File: src/source/rv_core_pkg.sv
`default_nettype none

package rv_core_pkg;

	localparam int XLEN = 64;

	typedef logic [XLEN-1:0] xlen_t;
	typedef logic [4:0]      reg_idx_t;

	localparam logic [6:0] OP_IMM    = 7'h13;
	localparam logic [6:0] OP_REG    = 7'h33;
	localparam logic [6:0] OP_LUI    = 7'h37;
	localparam logic [6:0] OP_JAL    = 7'h6f;
	localparam logic [6:0] OP_JALR   = 7'h67;
	localparam logic [6:0] OP_BRANCH = 7'h63;
	localparam logic [6:0] OP_TRAP   = 7'h6b; // halt, code in a0

	typedef struct packed {
		logic [6:0] funct7;
		reg_idx_t   rs2;
		reg_idx_t   rs1;
		logic [2:0] funct3;
		reg_idx_t   rd;
		logic [6:0] opcode;
	} r_fmt_t;

	typedef struct packed {
		logic [11:0] imm;
		reg_idx_t    rs1;
		logic [2:0]  funct3;
		reg_idx_t    rd;
		logic [6:0]  opcode;
	} i_fmt_t;

	typedef struct packed {
		logic       imm_12;
		logic [5:0] imm_10_5;
		reg_idx_t   rs2;
		reg_idx_t   rs1;
		logic [2:0] funct3;
		logic [3:0] imm_4_1;
		logic       imm_11;
		logic [6:0] opcode;
	} b_fmt_t;

	typedef struct packed {
		logic [19:0] imm;
		reg_idx_t    rd;
		logic [6:0]  opcode;
	} u_fmt_t;

	typedef struct packed {
		logic       imm_20;
		logic [9:0] imm_10_1;
		logic       imm_11;
		logic [7:0] imm_19_12;
		reg_idx_t   rd;
		logic [6:0] opcode;
	} j_fmt_t;

	typedef union packed {
		r_fmt_t r_fmt;
		i_fmt_t i_fmt;
		b_fmt_t b_fmt;
		u_fmt_t u_fmt;
		j_fmt_t j_fmt;
	} instr_t;

	typedef enum logic [2:0] {ALU_ADD, ALU_SUB, ALU_PASS_B, ALU_EQ, ALU_NE} alu_op_t;
	typedef enum logic {SRC_A_REG, SRC_A_PC} src_a_t;
	typedef enum logic [1:0] {SRC_B_REG, SRC_B_IMM, SRC_B_FOUR} src_b_t;
	typedef enum logic [1:0] {FLOW_SEQ, FLOW_BRANCH, FLOW_JAL, FLOW_JALR} flow_t;

	typedef struct packed {
		alu_op_t alu_op;
		src_a_t  src_a;
		src_b_t  src_b;
		flow_t   flow;
		logic    reg_wen;
		logic    trap;
	} decode_ctrl_t;

	typedef struct packed {
		logic  valid;
		xlen_t addr;
	} fetch_req_t;

	typedef struct packed {
		logic   valid;
		instr_t data;
	} fetch_rsp_t;

	typedef struct packed {
		logic     valid;
		xlen_t    pc;
		instr_t   instr;
		logic     wen;
		reg_idx_t wdest;
		xlen_t    wdata;
	} commit_t;

	typedef struct packed {
		logic       valid;
		logic [7:0] code;
		xlen_t      cycle_cnt;
		xlen_t      instr_cnt;
	} trap_t;

endpackage

`default_nettype wire

File: src/source/core_control.sv
`timescale 1ns/1ps
`default_nettype none

module core_control import rv_core_pkg::*; (
	input  logic         clock,
	input  logic         reset,
	input  logic         fetch_ready,
	input  fetch_rsp_t   fetch_rsp,
	input  decode_ctrl_t ctrl,
	input  xlen_t        pc,
	output fetch_req_t   fetch_req,
	output instr_t       instr,
	output logic         retire,
	output logic         reg_we,
	output logic         halt_now
);

	typedef enum logic [1:0] {FETCH_REQ, FETCH_WAIT, EXECUTE, HALT} state_t;

	state_t state;

	always_ff @(posedge clock) begin
		if (reset) begin
			state <= FETCH_REQ;
		end else begin
			case (state)
				FETCH_REQ: if (fetch_ready) state <= FETCH_WAIT;
				FETCH_WAIT: if (fetch_rsp.valid) state <= EXECUTE;
				EXECUTE: state <= ctrl.trap ? HALT : FETCH_REQ;
				default: state <= HALT; // stays halted
			endcase
		end
	end

	// instruction register
	always_ff @(posedge clock) begin
		if (state == FETCH_WAIT && fetch_rsp.valid) begin
			instr <= fetch_rsp.data;
		end
	end

	assign fetch_req = '{valid: (state == FETCH_REQ), addr: pc}; // addr held by pc_unit
	assign retire    = (state == EXECUTE);
	assign reg_we    = retire && ctrl.reg_wen;
	assign halt_now  = retire && ctrl.trap;

endmodule

`default_nettype wire

File: src/source/pc_unit.sv
`timescale 1ns/1ps
`default_nettype none

module pc_unit import rv_core_pkg::*; #(
	parameter xlen_t reset_pc = 64'h8000_0000
) (
	input  logic         clock,
	input  logic         reset,
	input  logic         retire,
	input  decode_ctrl_t ctrl,
	input  xlen_t        imm,
	input  xlen_t        rs1_data,
	input  logic         taken,
	output xlen_t        pc
);

	xlen_t pc_next;
	xlen_t jalr_sum;

	assign jalr_sum = rs1_data + imm;

	always_comb begin
		case (ctrl.flow)
			FLOW_JAL:    pc_next = pc + imm;
			FLOW_BRANCH: pc_next = taken ? pc + imm : pc + 64'd4;
			FLOW_JALR:   pc_next = {jalr_sum[XLEN-1:1], 1'b0}; // lsb dropped
			default:     pc_next = pc + 64'd4;
		endcase
	end

	always_ff @(posedge clock) begin
		if (reset) begin
			pc <= reset_pc;
		end else if (retire) begin
			pc <= pc_next;
		end
	end

endmodule

`default_nettype wire

File: src/source/instr_decoder.sv
`timescale 1ns/1ps
`default_nettype none

module instr_decoder import rv_core_pkg::*; (
	input  instr_t       instr,
	output decode_ctrl_t ctrl,
	output xlen_t        imm,
	output reg_idx_t     rs1,
	output reg_idx_t     rs2,
	output reg_idx_t     rd
);

	xlen_t imm_i;
	xlen_t imm_b;
	xlen_t imm_u;
	xlen_t imm_j;

	// register fields sit at the same bits in every format
	assign rs1 = instr.r_fmt.rs1;
	assign rs2 = instr.r_fmt.rs2;
	assign rd  = instr.r_fmt.rd;

	assign imm_i = {{52{instr.i_fmt.imm[11]}}, instr.i_fmt.imm};
	assign imm_b = {{51{instr.b_fmt.imm_12}}, instr.b_fmt.imm_12, instr.b_fmt.imm_11,
		instr.b_fmt.imm_10_5, instr.b_fmt.imm_4_1, 1'b0};
	assign imm_u = {{32{instr.u_fmt.imm[19]}}, instr.u_fmt.imm, 12'h000};
	assign imm_j = {{43{instr.j_fmt.imm_20}}, instr.j_fmt.imm_20, instr.j_fmt.imm_19_12,
		instr.j_fmt.imm_11, instr.j_fmt.imm_10_1, 1'b0};

	always_comb begin
		ctrl = '{alu_op: ALU_ADD, src_a: SRC_A_REG, src_b: SRC_B_REG,
			flow: FLOW_SEQ, reg_wen: 1'b0, trap: 1'b0}; // no-op default
		imm  = imm_i;
		case (instr.r_fmt.opcode)
			OP_IMM: begin
				ctrl.src_b   = SRC_B_IMM;
				ctrl.reg_wen = 1'b1;
			end
			OP_REG: begin
				ctrl.alu_op  = instr.r_fmt.funct7[5] ? ALU_SUB : ALU_ADD;
				ctrl.reg_wen = 1'b1;
			end
			OP_LUI: begin
				ctrl.alu_op  = ALU_PASS_B;
				ctrl.src_b   = SRC_B_IMM;
				ctrl.reg_wen = 1'b1;
				imm          = imm_u;
			end
			OP_JAL, OP_JALR: begin
				ctrl.src_a   = SRC_A_PC; // link value pc + 4
				ctrl.src_b   = SRC_B_FOUR;
				ctrl.flow    = (instr.r_fmt.opcode == OP_JAL) ? FLOW_JAL : FLOW_JALR;
				ctrl.reg_wen = 1'b1;
				imm          = (instr.r_fmt.opcode == OP_JAL) ? imm_j : imm_i;
			end
			OP_BRANCH: begin
				ctrl.alu_op = instr.b_fmt.funct3[0] ? ALU_NE : ALU_EQ;
				ctrl.flow   = FLOW_BRANCH;
				imm         = imm_b;
			end
			OP_TRAP: ctrl.trap = 1'b1;
			default: ;
		endcase
	end

endmodule

`default_nettype wire

File: src/source/reg_file.sv
`timescale 1ns/1ps
`default_nettype none

module reg_file import rv_core_pkg::*; (
	input  logic     clock,
	input  logic     reset,
	input  reg_idx_t rs1,
	input  reg_idx_t rs2,
	input  reg_idx_t rd,
	input  logic     we,
	input  xlen_t    wdata,
	output xlen_t    rs1_data,
	output xlen_t    rs2_data,
	output xlen_t    a0_data
);

	xlen_t regs [32];

	always_ff @(posedge clock) begin
		if (reset) begin
			for (int i = 0; i < 32; i++) begin
				regs[i] <= '0;
			end
		end else if (we && rd != 5'd0) begin // x0 stays zero
			regs[rd] <= wdata;
		end
	end

	assign rs1_data = regs[rs1];
	assign rs2_data = regs[rs2];
	assign a0_data  = regs[10];

endmodule

`default_nettype wire

File: src/source/alu_unit.sv
`timescale 1ns/1ps
`default_nettype none

module alu_unit import rv_core_pkg::*; (
	input  decode_ctrl_t ctrl,
	input  xlen_t        rs1_data,
	input  xlen_t        rs2_data,
	input  xlen_t        imm,
	input  xlen_t        pc,
	output xlen_t        result,
	output logic         taken
);

	xlen_t op_a;
	xlen_t op_b;

	assign op_a = (ctrl.src_a == SRC_A_PC) ? pc : rs1_data;

	always_comb begin
		case (ctrl.src_b)
			SRC_B_IMM:  op_b = imm;
			SRC_B_FOUR: op_b = 64'd4;
			default:    op_b = rs2_data;
		endcase
	end

	assign taken = (ctrl.alu_op == ALU_EQ && op_a == op_b)
		|| (ctrl.alu_op == ALU_NE && op_a != op_b);

	always_comb begin
		case (ctrl.alu_op)
			ALU_SUB:        result = op_a - op_b;
			ALU_PASS_B:     result = op_b; // lui
			ALU_EQ, ALU_NE: result = {63'd0, taken};
			default:        result = op_a + op_b;
		endcase
	end

endmodule

`default_nettype wire

File: src/source/commit_monitor.sv
`timescale 1ns/1ps
`default_nettype none

module commit_monitor import rv_core_pkg::*; (
	input  logic     clock,
	input  logic     reset,
	input  logic     retire,
	input  logic     halt_now,
	input  xlen_t    pc,
	input  instr_t   instr,
	input  logic     reg_we,
	input  reg_idx_t rd,
	input  xlen_t    result,
	input  xlen_t    a0_data,
	output commit_t  commit,
	output trap_t    trap
);

	logic       commit_valid;
	xlen_t      c_pc;
	instr_t     c_instr;
	logic       c_wen;
	reg_idx_t   c_wdest;
	xlen_t      c_wdata;
	logic       trap_valid;
	logic [7:0] trap_code;
	xlen_t      cycle_cnt;
	xlen_t      instr_cnt;

	always_ff @(posedge clock) begin
		if (reset) begin
			commit_valid <= 1'b0;
			trap_valid   <= 1'b0;
			trap_code    <= 8'h00;
			cycle_cnt    <= '0;
			instr_cnt    <= '0;
		end else begin
			commit_valid <= retire; // one cycle pulse
			if (!trap_valid) cycle_cnt <= cycle_cnt + 64'd1; // frozen once halted
			if (retire) instr_cnt <= instr_cnt + 64'd1;
			if (halt_now) begin
				trap_valid <= 1'b1;
				trap_code  <= a0_data[7:0];
			end
		end
	end

	always_ff @(posedge clock) begin
		if (retire) begin
			c_pc    <= pc;
			c_instr <= instr;
			c_wen   <= reg_we;
			c_wdest <= rd;
			c_wdata <= result;
		end
	end

	assign commit = '{valid: commit_valid, pc: c_pc, instr: c_instr, wen: c_wen,
		wdest: c_wdest, wdata: c_wdata};
	assign trap = '{valid: trap_valid, code: trap_code, cycle_cnt: cycle_cnt,
		instr_cnt: instr_cnt};

endmodule

`default_nettype wire

File: src/source/rv_core_top.sv
`timescale 1ns/1ps
`default_nettype none

module rv_core_top import rv_core_pkg::*; #(
	parameter xlen_t reset_pc = 64'h8000_0000
) (
	input  logic       clock,
	input  logic       reset,
	input  logic       fetch_ready,
	input  fetch_rsp_t fetch_rsp,
	output fetch_req_t fetch_req,
	output commit_t    commit,
	output trap_t      trap
);

	decode_ctrl_t ctrl;
	instr_t       instr;
	xlen_t        imm;
	xlen_t        pc;
	xlen_t        rs1_data;
	xlen_t        rs2_data;
	xlen_t        a0_data;
	xlen_t        result;
	reg_idx_t     rs1;
	reg_idx_t     rs2;
	reg_idx_t     rd;
	logic         retire;
	logic         reg_we;
	logic         halt_now;
	logic         taken;

	core_control u_control (
		.clock(clock), .reset(reset), .fetch_ready(fetch_ready), .fetch_rsp(fetch_rsp),
		.ctrl(ctrl), .pc(pc), .fetch_req(fetch_req), .instr(instr),
		.retire(retire), .reg_we(reg_we), .halt_now(halt_now)
	);

	pc_unit #(.reset_pc(reset_pc)) u_pc (
		.clock(clock), .reset(reset), .retire(retire), .ctrl(ctrl), .imm(imm),
		.rs1_data(rs1_data), .taken(taken), .pc(pc)
	);

	instr_decoder u_decoder (
		.instr(instr), .ctrl(ctrl), .imm(imm), .rs1(rs1), .rs2(rs2), .rd(rd)
	);

	reg_file u_regs (
		.clock(clock), .reset(reset), .rs1(rs1), .rs2(rs2), .rd(rd), .we(reg_we),
		.wdata(result), .rs1_data(rs1_data), .rs2_data(rs2_data), .a0_data(a0_data)
	);

	alu_unit u_alu (
		.ctrl(ctrl), .rs1_data(rs1_data), .rs2_data(rs2_data), .imm(imm), .pc(pc),
		.result(result), .taken(taken)
	);

	commit_monitor u_monitor (
		.clock(clock), .reset(reset), .retire(retire), .halt_now(halt_now), .pc(pc),
		.instr(instr), .reg_we(reg_we), .rd(rd), .result(result), .a0_data(a0_data),
		.commit(commit), .trap(trap)
	);

endmodule

`default_nettype wire

File: config.mk
export PLATFORM = sky130hd
export DESIGN_NAME = rv_core_top
export DESIGN_NICKNAME = d
export VERILOG_FILES = /design/src/source/rv_core_pkg.sv /design/src/source/core_control.sv /design/src/source/pc_unit.sv /design/src/source/instr_decoder.sv /design/src/source/reg_file.sv /design/src/source/alu_unit.sv /design/src/source/commit_monitor.sv /design/src/source/rv_core_top.sv
export SDC_FILE = /design/constraint.sdc
export NUM_CORES = 2
export LEC_CHECK = 0
export BUFFER_PORTS_ARGS = -buffer_cell sky130_fd_sc_hd__buf_2
export CAP_MARGIN = 40
export CELL_PAD_IN_SITES_DETAIL_PLACEMENT = 1
export CELL_PAD_IN_SITES_GLOBAL_PLACEMENT = 1
export CORE_UTILIZATION = 45
export CTS_CLUSTER_DIAMETER = 30
export DETAILED_ROUTE_END_ITERATION = 12
export GPL_TIMING_DRIVEN = 0
export PLACE_DENSITY = 0.82
export SLEW_MARGIN = 20
export SYNTH_ARGS = -nofsm -noshare
export SYNTH_HDL_FRONTEND = slang
export SYNTH_SLANG_ARGS = --single-unit
File: constraint.sdc
create_clock -name clock -period 6.6 [get_ports clock]
set_clock_uncertainty 0.05 [all_clocks]
set_input_delay 0.99 -clock clock [delete_from_list [all_inputs] [get_ports clock]]
set_output_delay 0.99 -clock clock [all_outputs]
set_load 0.05 [all_outputs]
==> flow_summary.json, run 1 <==
{
  "stop_stage": "global routing",
  "ys_top_cells_by_area": "edfxtp_1, mux4_2, nor2_1",
  "synth.distinct_cells": 98,
  "yosys.area.top_type": "edfxtp_1",
  "yosys_register_bits": 2455,
  "port_buffers": 404,
  "clock_path_buffers": 4,
  "place_congestion": 1.04,
  "grt.total_usage": 0.722,
  "hpwl_mm": 557,
  "status": "aborted with a tool error",
  "cts_buffers": 558,
  "cts.sinks": 2455,
  "synth_warnings": 0,
  "synthFlopType": "edfxtp_1",
  "grt_start_max_net_pins": 58,
  "synth_top_area_share": 0.490,
  "seq_area_frac_synth": 0.521,
  "overflow": 151,
  "synthCells": 10687,
  "synth_area_per_cell_sq_um": 12.9,
  "root_buffer": "clkbuf_16",
  "die_width_um": 555,
  "dp_cells": 15545,
  "h-tree-depth": 6,
  "synth_edf_count": 2241,
  "error": "[ERROR GRT-0232] Routing congestion too high. Check the congestion heatmap in the GUI.",
  "fp.dieH_um": 555,
  "std_cell_rows": 202,
  "ios": 405,
  "synth_area_sq_um": 137000,
  "initial_core_util": 0.453,
  "synthArstFlopShare": 0
}
per-layer routing:
metal / overflow / GRT usage
met1: 6 / 0.693
met2: 62 / 0.846
met3: 9 / 0.650
met4: 73 / 0.694
met5: 1 / 0.489
cells in the mapped netlist (38+ instances only):
cell,number
a211oi_1,52
a21o_1,107
a21oi_1,438
a22oi_1,39
a31oi_1,51
and2_1,38
and3_1,54
buf_1,86
buf_2,220
buf_4,41
clkbuf_1,610
dfxtp_1,214
edfxtp_1,2241
ha_1,266
inv_1,266
mux2_2,67
mux2i_1,92
mux4_2,1266
nand2_1,348
nand2b_1,61
nand3_1,129
nand4_1,102
nor2_1,2552
nor2b_1,40
nor3_1,94
nor3b_1,38
o21a_1,42
o21ai_0,217
o21bai_1,68
xnor2_1,132
xor2_1,167
through the flow:
step                       TNS, ps  worst slack, ps  hold slack, ps  instance area [sq um]   util
after floorplan                  0            0.304             374                 138000      -
after global placement           -            -6780             430                 145000  0.477
after detailed placement  -5458890            -4160             425                 152000  0.501
after CTS                  -451240             -547            46.3                 177000  0.583
what timing repair did:
item                                    in CTS
cloned                                       4
endpoints found under the setup margin    2112
setup buffers                              165
resized for setup                         1107
hold buffers                                 0
pin swaps                                   66
cell families after synthesis:
| group | Yosys count | synth area share |
|---|---|---|
| other | 1 | 0.0000273 |
| adders and majority gates | 270 | 0.0248 |
| muxes | 1425 | 0.220 |
| DFF | 2455 | 0.521 |
| xor gates and xnor gates | 300 | 0.0192 |
| and+or+nand+nor | 3595 | 0.110 |
| buffers and inverters | 1239 | 0.0376 |
| AOI/OAI and AO/OA | 1402 | 0.0679 |
==> run 2: changes to the inputs <==
--- a/config.mk
+++ b/config.mk
@@ -7,13 +7,10 @@
 export LEC_CHECK = 0
 export BUFFER_PORTS_ARGS = -buffer_cell sky130_fd_sc_hd__buf_2
 export CAP_MARGIN = 40
-export CELL_PAD_IN_SITES_DETAIL_PLACEMENT = 1
-export CELL_PAD_IN_SITES_GLOBAL_PLACEMENT = 1
-export CORE_UTILIZATION = 45
-export CTS_CLUSTER_DIAMETER = 30
+export CORE_UTILIZATION = 30
 export DETAILED_ROUTE_END_ITERATION = 12
 export GPL_TIMING_DRIVEN = 0
-export PLACE_DENSITY = 0.82
+export PLACE_DENSITY_LB_ADDON = 0.15
 export SLEW_MARGIN = 20
 export SYNTH_ARGS = -nofsm -noshare
 export SYNTH_HDL_FRONTEND = slang
==> constraint.sdc (replaced) <==
create_clock -name clock -period 8.6 [get_ports clock]
set_clock_uncertainty 0.05 [all_clocks]
set_input_delay 1.29 -clock clock [delete_from_list [all_inputs] [get_ports clock]]
set_output_delay 1.29 -clock clock [all_outputs]
set_load 0.05 [all_outputs]
==> flow_summary.json, run 2 <==
{
  "worst_pin_slew_ps": 1120,
  "place_congestion": 0.962,
  "yosys.area.top_type": "edfxtp_1",
  "hpwl_mm": 602,
  "fin_util": 0.367,
  "grt_start_max_net_pins": 53,
  "synthFlopType": "edfxtp_1",
  "drtPass1Iterations": 7,
  "period_share": 1.01,
  "first_iter_violations": 17747,
  "start_kind": "register",
  "setup_viol": 5,
  "synth.distinct_cells": 98,
  "antenna_found_initial": 77,
  "clock_path_buffers": 4,
  "synthCells": 10687,
  "yosys_register_bits": 2455,
  "period_minus_slack_ps": 8660,
  "holdWs_ps": 417,
  "violations": "negative setup slack",
  "synth_area_sq_um": 137000,
  "synth_edf_count": 2241,
  "cts.sinks": 2455,
  "cp_max_fo": 10,
  "initial_core_util": 0.301,
  "maxCapViolCount": 0,
  "die-area_sq_um": 461000,
  "drv_slew": 0,
  "crit_type": "register to register",
  "fillers": 44152,
  "grt.total_usage": 0.332,
  "final_common_cell": "nor2_1",
  "slew-limit-headroom": 0.251,
  "ys_top_cells_by_area": "edfxtp_1, mux4_2, nor2_1",
  "nets": 12267,
  "synth_commonest_cells": "nor2_1, edfxtp_1, mux4_2, clkbuf_1, a21oi_1",
  "overflow": 0,
  "layout_common_cells": "nor2_1, edfxtp_1, mux4_2, buf_2, a21oi_1",
  "cts_buffers": 300,
  "grt_first_pass_wirelength_mm": 1020,
  "areaGrowthSynthToFinish_pct": 21.7,
  "routed_wl_mm": 789,
  "status": "complete, but fails checks",
  "drc": 0,
  "largest_reg_flops": 2048,
  "cts.clk_slew.worst_paths_ps": 60,
  "min_path_type": "register to register",
  "synth.most_common_cell": "nor2_1",
  "core-area_sq_um": 456000,
  "ios": 405,
  "synth_top_area_share": 0.490,
  "synth_warnings": 0,
  "seq_area_frac_synth": 0.521,
  "routed-via-count": 113027,
  "max_freq_mhz": 115,
  "root_buffer": "clkbuf_16",
  "synthArstFlopShare": 0,
  "worstPathArrival_ps": 9240,
  "std_cell_rows": 248,
  "crit_path_top_delay_cell": "mux4_2",
  "required_ps": 9180,
  "die_width_um": 679,
  "layout-drive-gt1-share": 0.289,
  "fp.dieH_um": 679,
  "port_buffers": 404,
  "hold_viol_final": 0,
  "h-tree-depth": 5,
  "setup_tns_ps": -153,
  "place_area_sq_um": 156000,
  "design_area_sq_um": 167000,
  "first_global_vias": 108338,
  "ir_worst_vdd_mv": 0.159,
  "wire_per_inst_um": 43.2,
  "antenna_left": 0,
  "critPathCaptureType": "register",
  "setup_ws_ps": -58.8,
  "place_ws_ps": -2300,
  "pwr_density_cell_nw_per_um2": 246,
  "vias_per_cell": 6.19,
  "clk_latency_ps": 1020,
  "slowest_delay_ps": 580,
  "largest_register": "u_regs.regs",
  "synth_area_per_cell_sq_um": 12.9,
  "cts_tree": "yes",
  "leakage_uw": 0.0628,
  "cts_hold_buf": 0
}
## run 2: power by group
group	switching [uW]	internal, uW	leakage, uW
logic	10300	4440	0.0336
clock network	5610	7050	0.00459
registers	258	13500	0.0246
total	16200	25000	0.0628
## run 2: final timing paths
check / startpoint / to / slack, ps / depth (start not counted)
hold / removal: u_control.instr[3]$_DFFE_PP_ / u_monitor.c_instr[3]$_DFFE_PP_ / 420 / 0
setup reg to reg: register / u_monitor.c_wdata[59]$_DFFE_PP_ / -60 / 29
setup / recovery: register / u_monitor.c_wdata[59]$_DFFE_PP_ / -60 / 29
hold reg to reg: u_control.instr[3]$_DFFE_PP_ / u_monitor.c_instr[3]$_DFFE_PP_ / 420 / 0
## run 2: per-layer routing
layer,track usage,part of all wire
met5,0.00635,0.0011
met3,0.130,0.13
met2,0.503,0.44
met4,0.222,0.080
met1,0.390,0.35
## run 2: what timing repair did
item | 4_1_cts | 5_1_grt
gates cloned | 0 | 0
buffers inserted | 14 | 10
pin swaps | 10 | 10
resized for setup | 249 | 91
endpoints found under the setup margin | 1706 | 589
## run 2: cells by family (layout without fill, tap and decap cells)
group,Yosys count,after routing,synth area share
AND/OR/NAND/NOR,3595,3595,0.110
multiplexers,1425,1425,0.220
XOR/XNOR,300,300,0.0192
AO/OA/AOI/OAI,1402,1402,0.0679
adder cells (fa/ha/maj),270,270,0.0248
flip-flops,2455,2455,0.521
buffers and inverters,1239,2692,0.0376
other,1,134,0.0000273
## run 2: layout make-up
cell class | count | area (sq um) | area share
multi-input combinational | 7056 | 62000 | 0.371
sequential | 2455 | 71600 | 0.428
buffer | 960 | 5100 | 0.0305
tap | 6000 | 7510 | 0.0449
antenna | 70 | 175 | 0.00105
timing repair buffer | 919 | 10500 | 0.0628
clock buffer | 375 | 7930 | 0.0474
inverter | 269 | 1020 | 0.00610
clock inverter | 169 | 1450 | 0.00868
## run 2: worst max-delay path, delay by kind of cell, from the launching register on
family,cells,cell delay [ps]
buf+inv,12,2830
compound gates,9,2380
mux,3,1410
simple gates,3,540
fa+ha+maj,1,450
flops,1,330
xor+xnor,1,150
## run 2: through the flow
stage / instances / power [uW]
6_report: 18273 / 41200
5_1_grt: 18217 / 42000
4_1_cts: 18176 / 40500
3_5_place_dp: 17626 / 27600
3_3_place_gp: 17154 / 26900
2_1_floorplan: 10750 / 21100
Power figures use the tool's default switching activity.
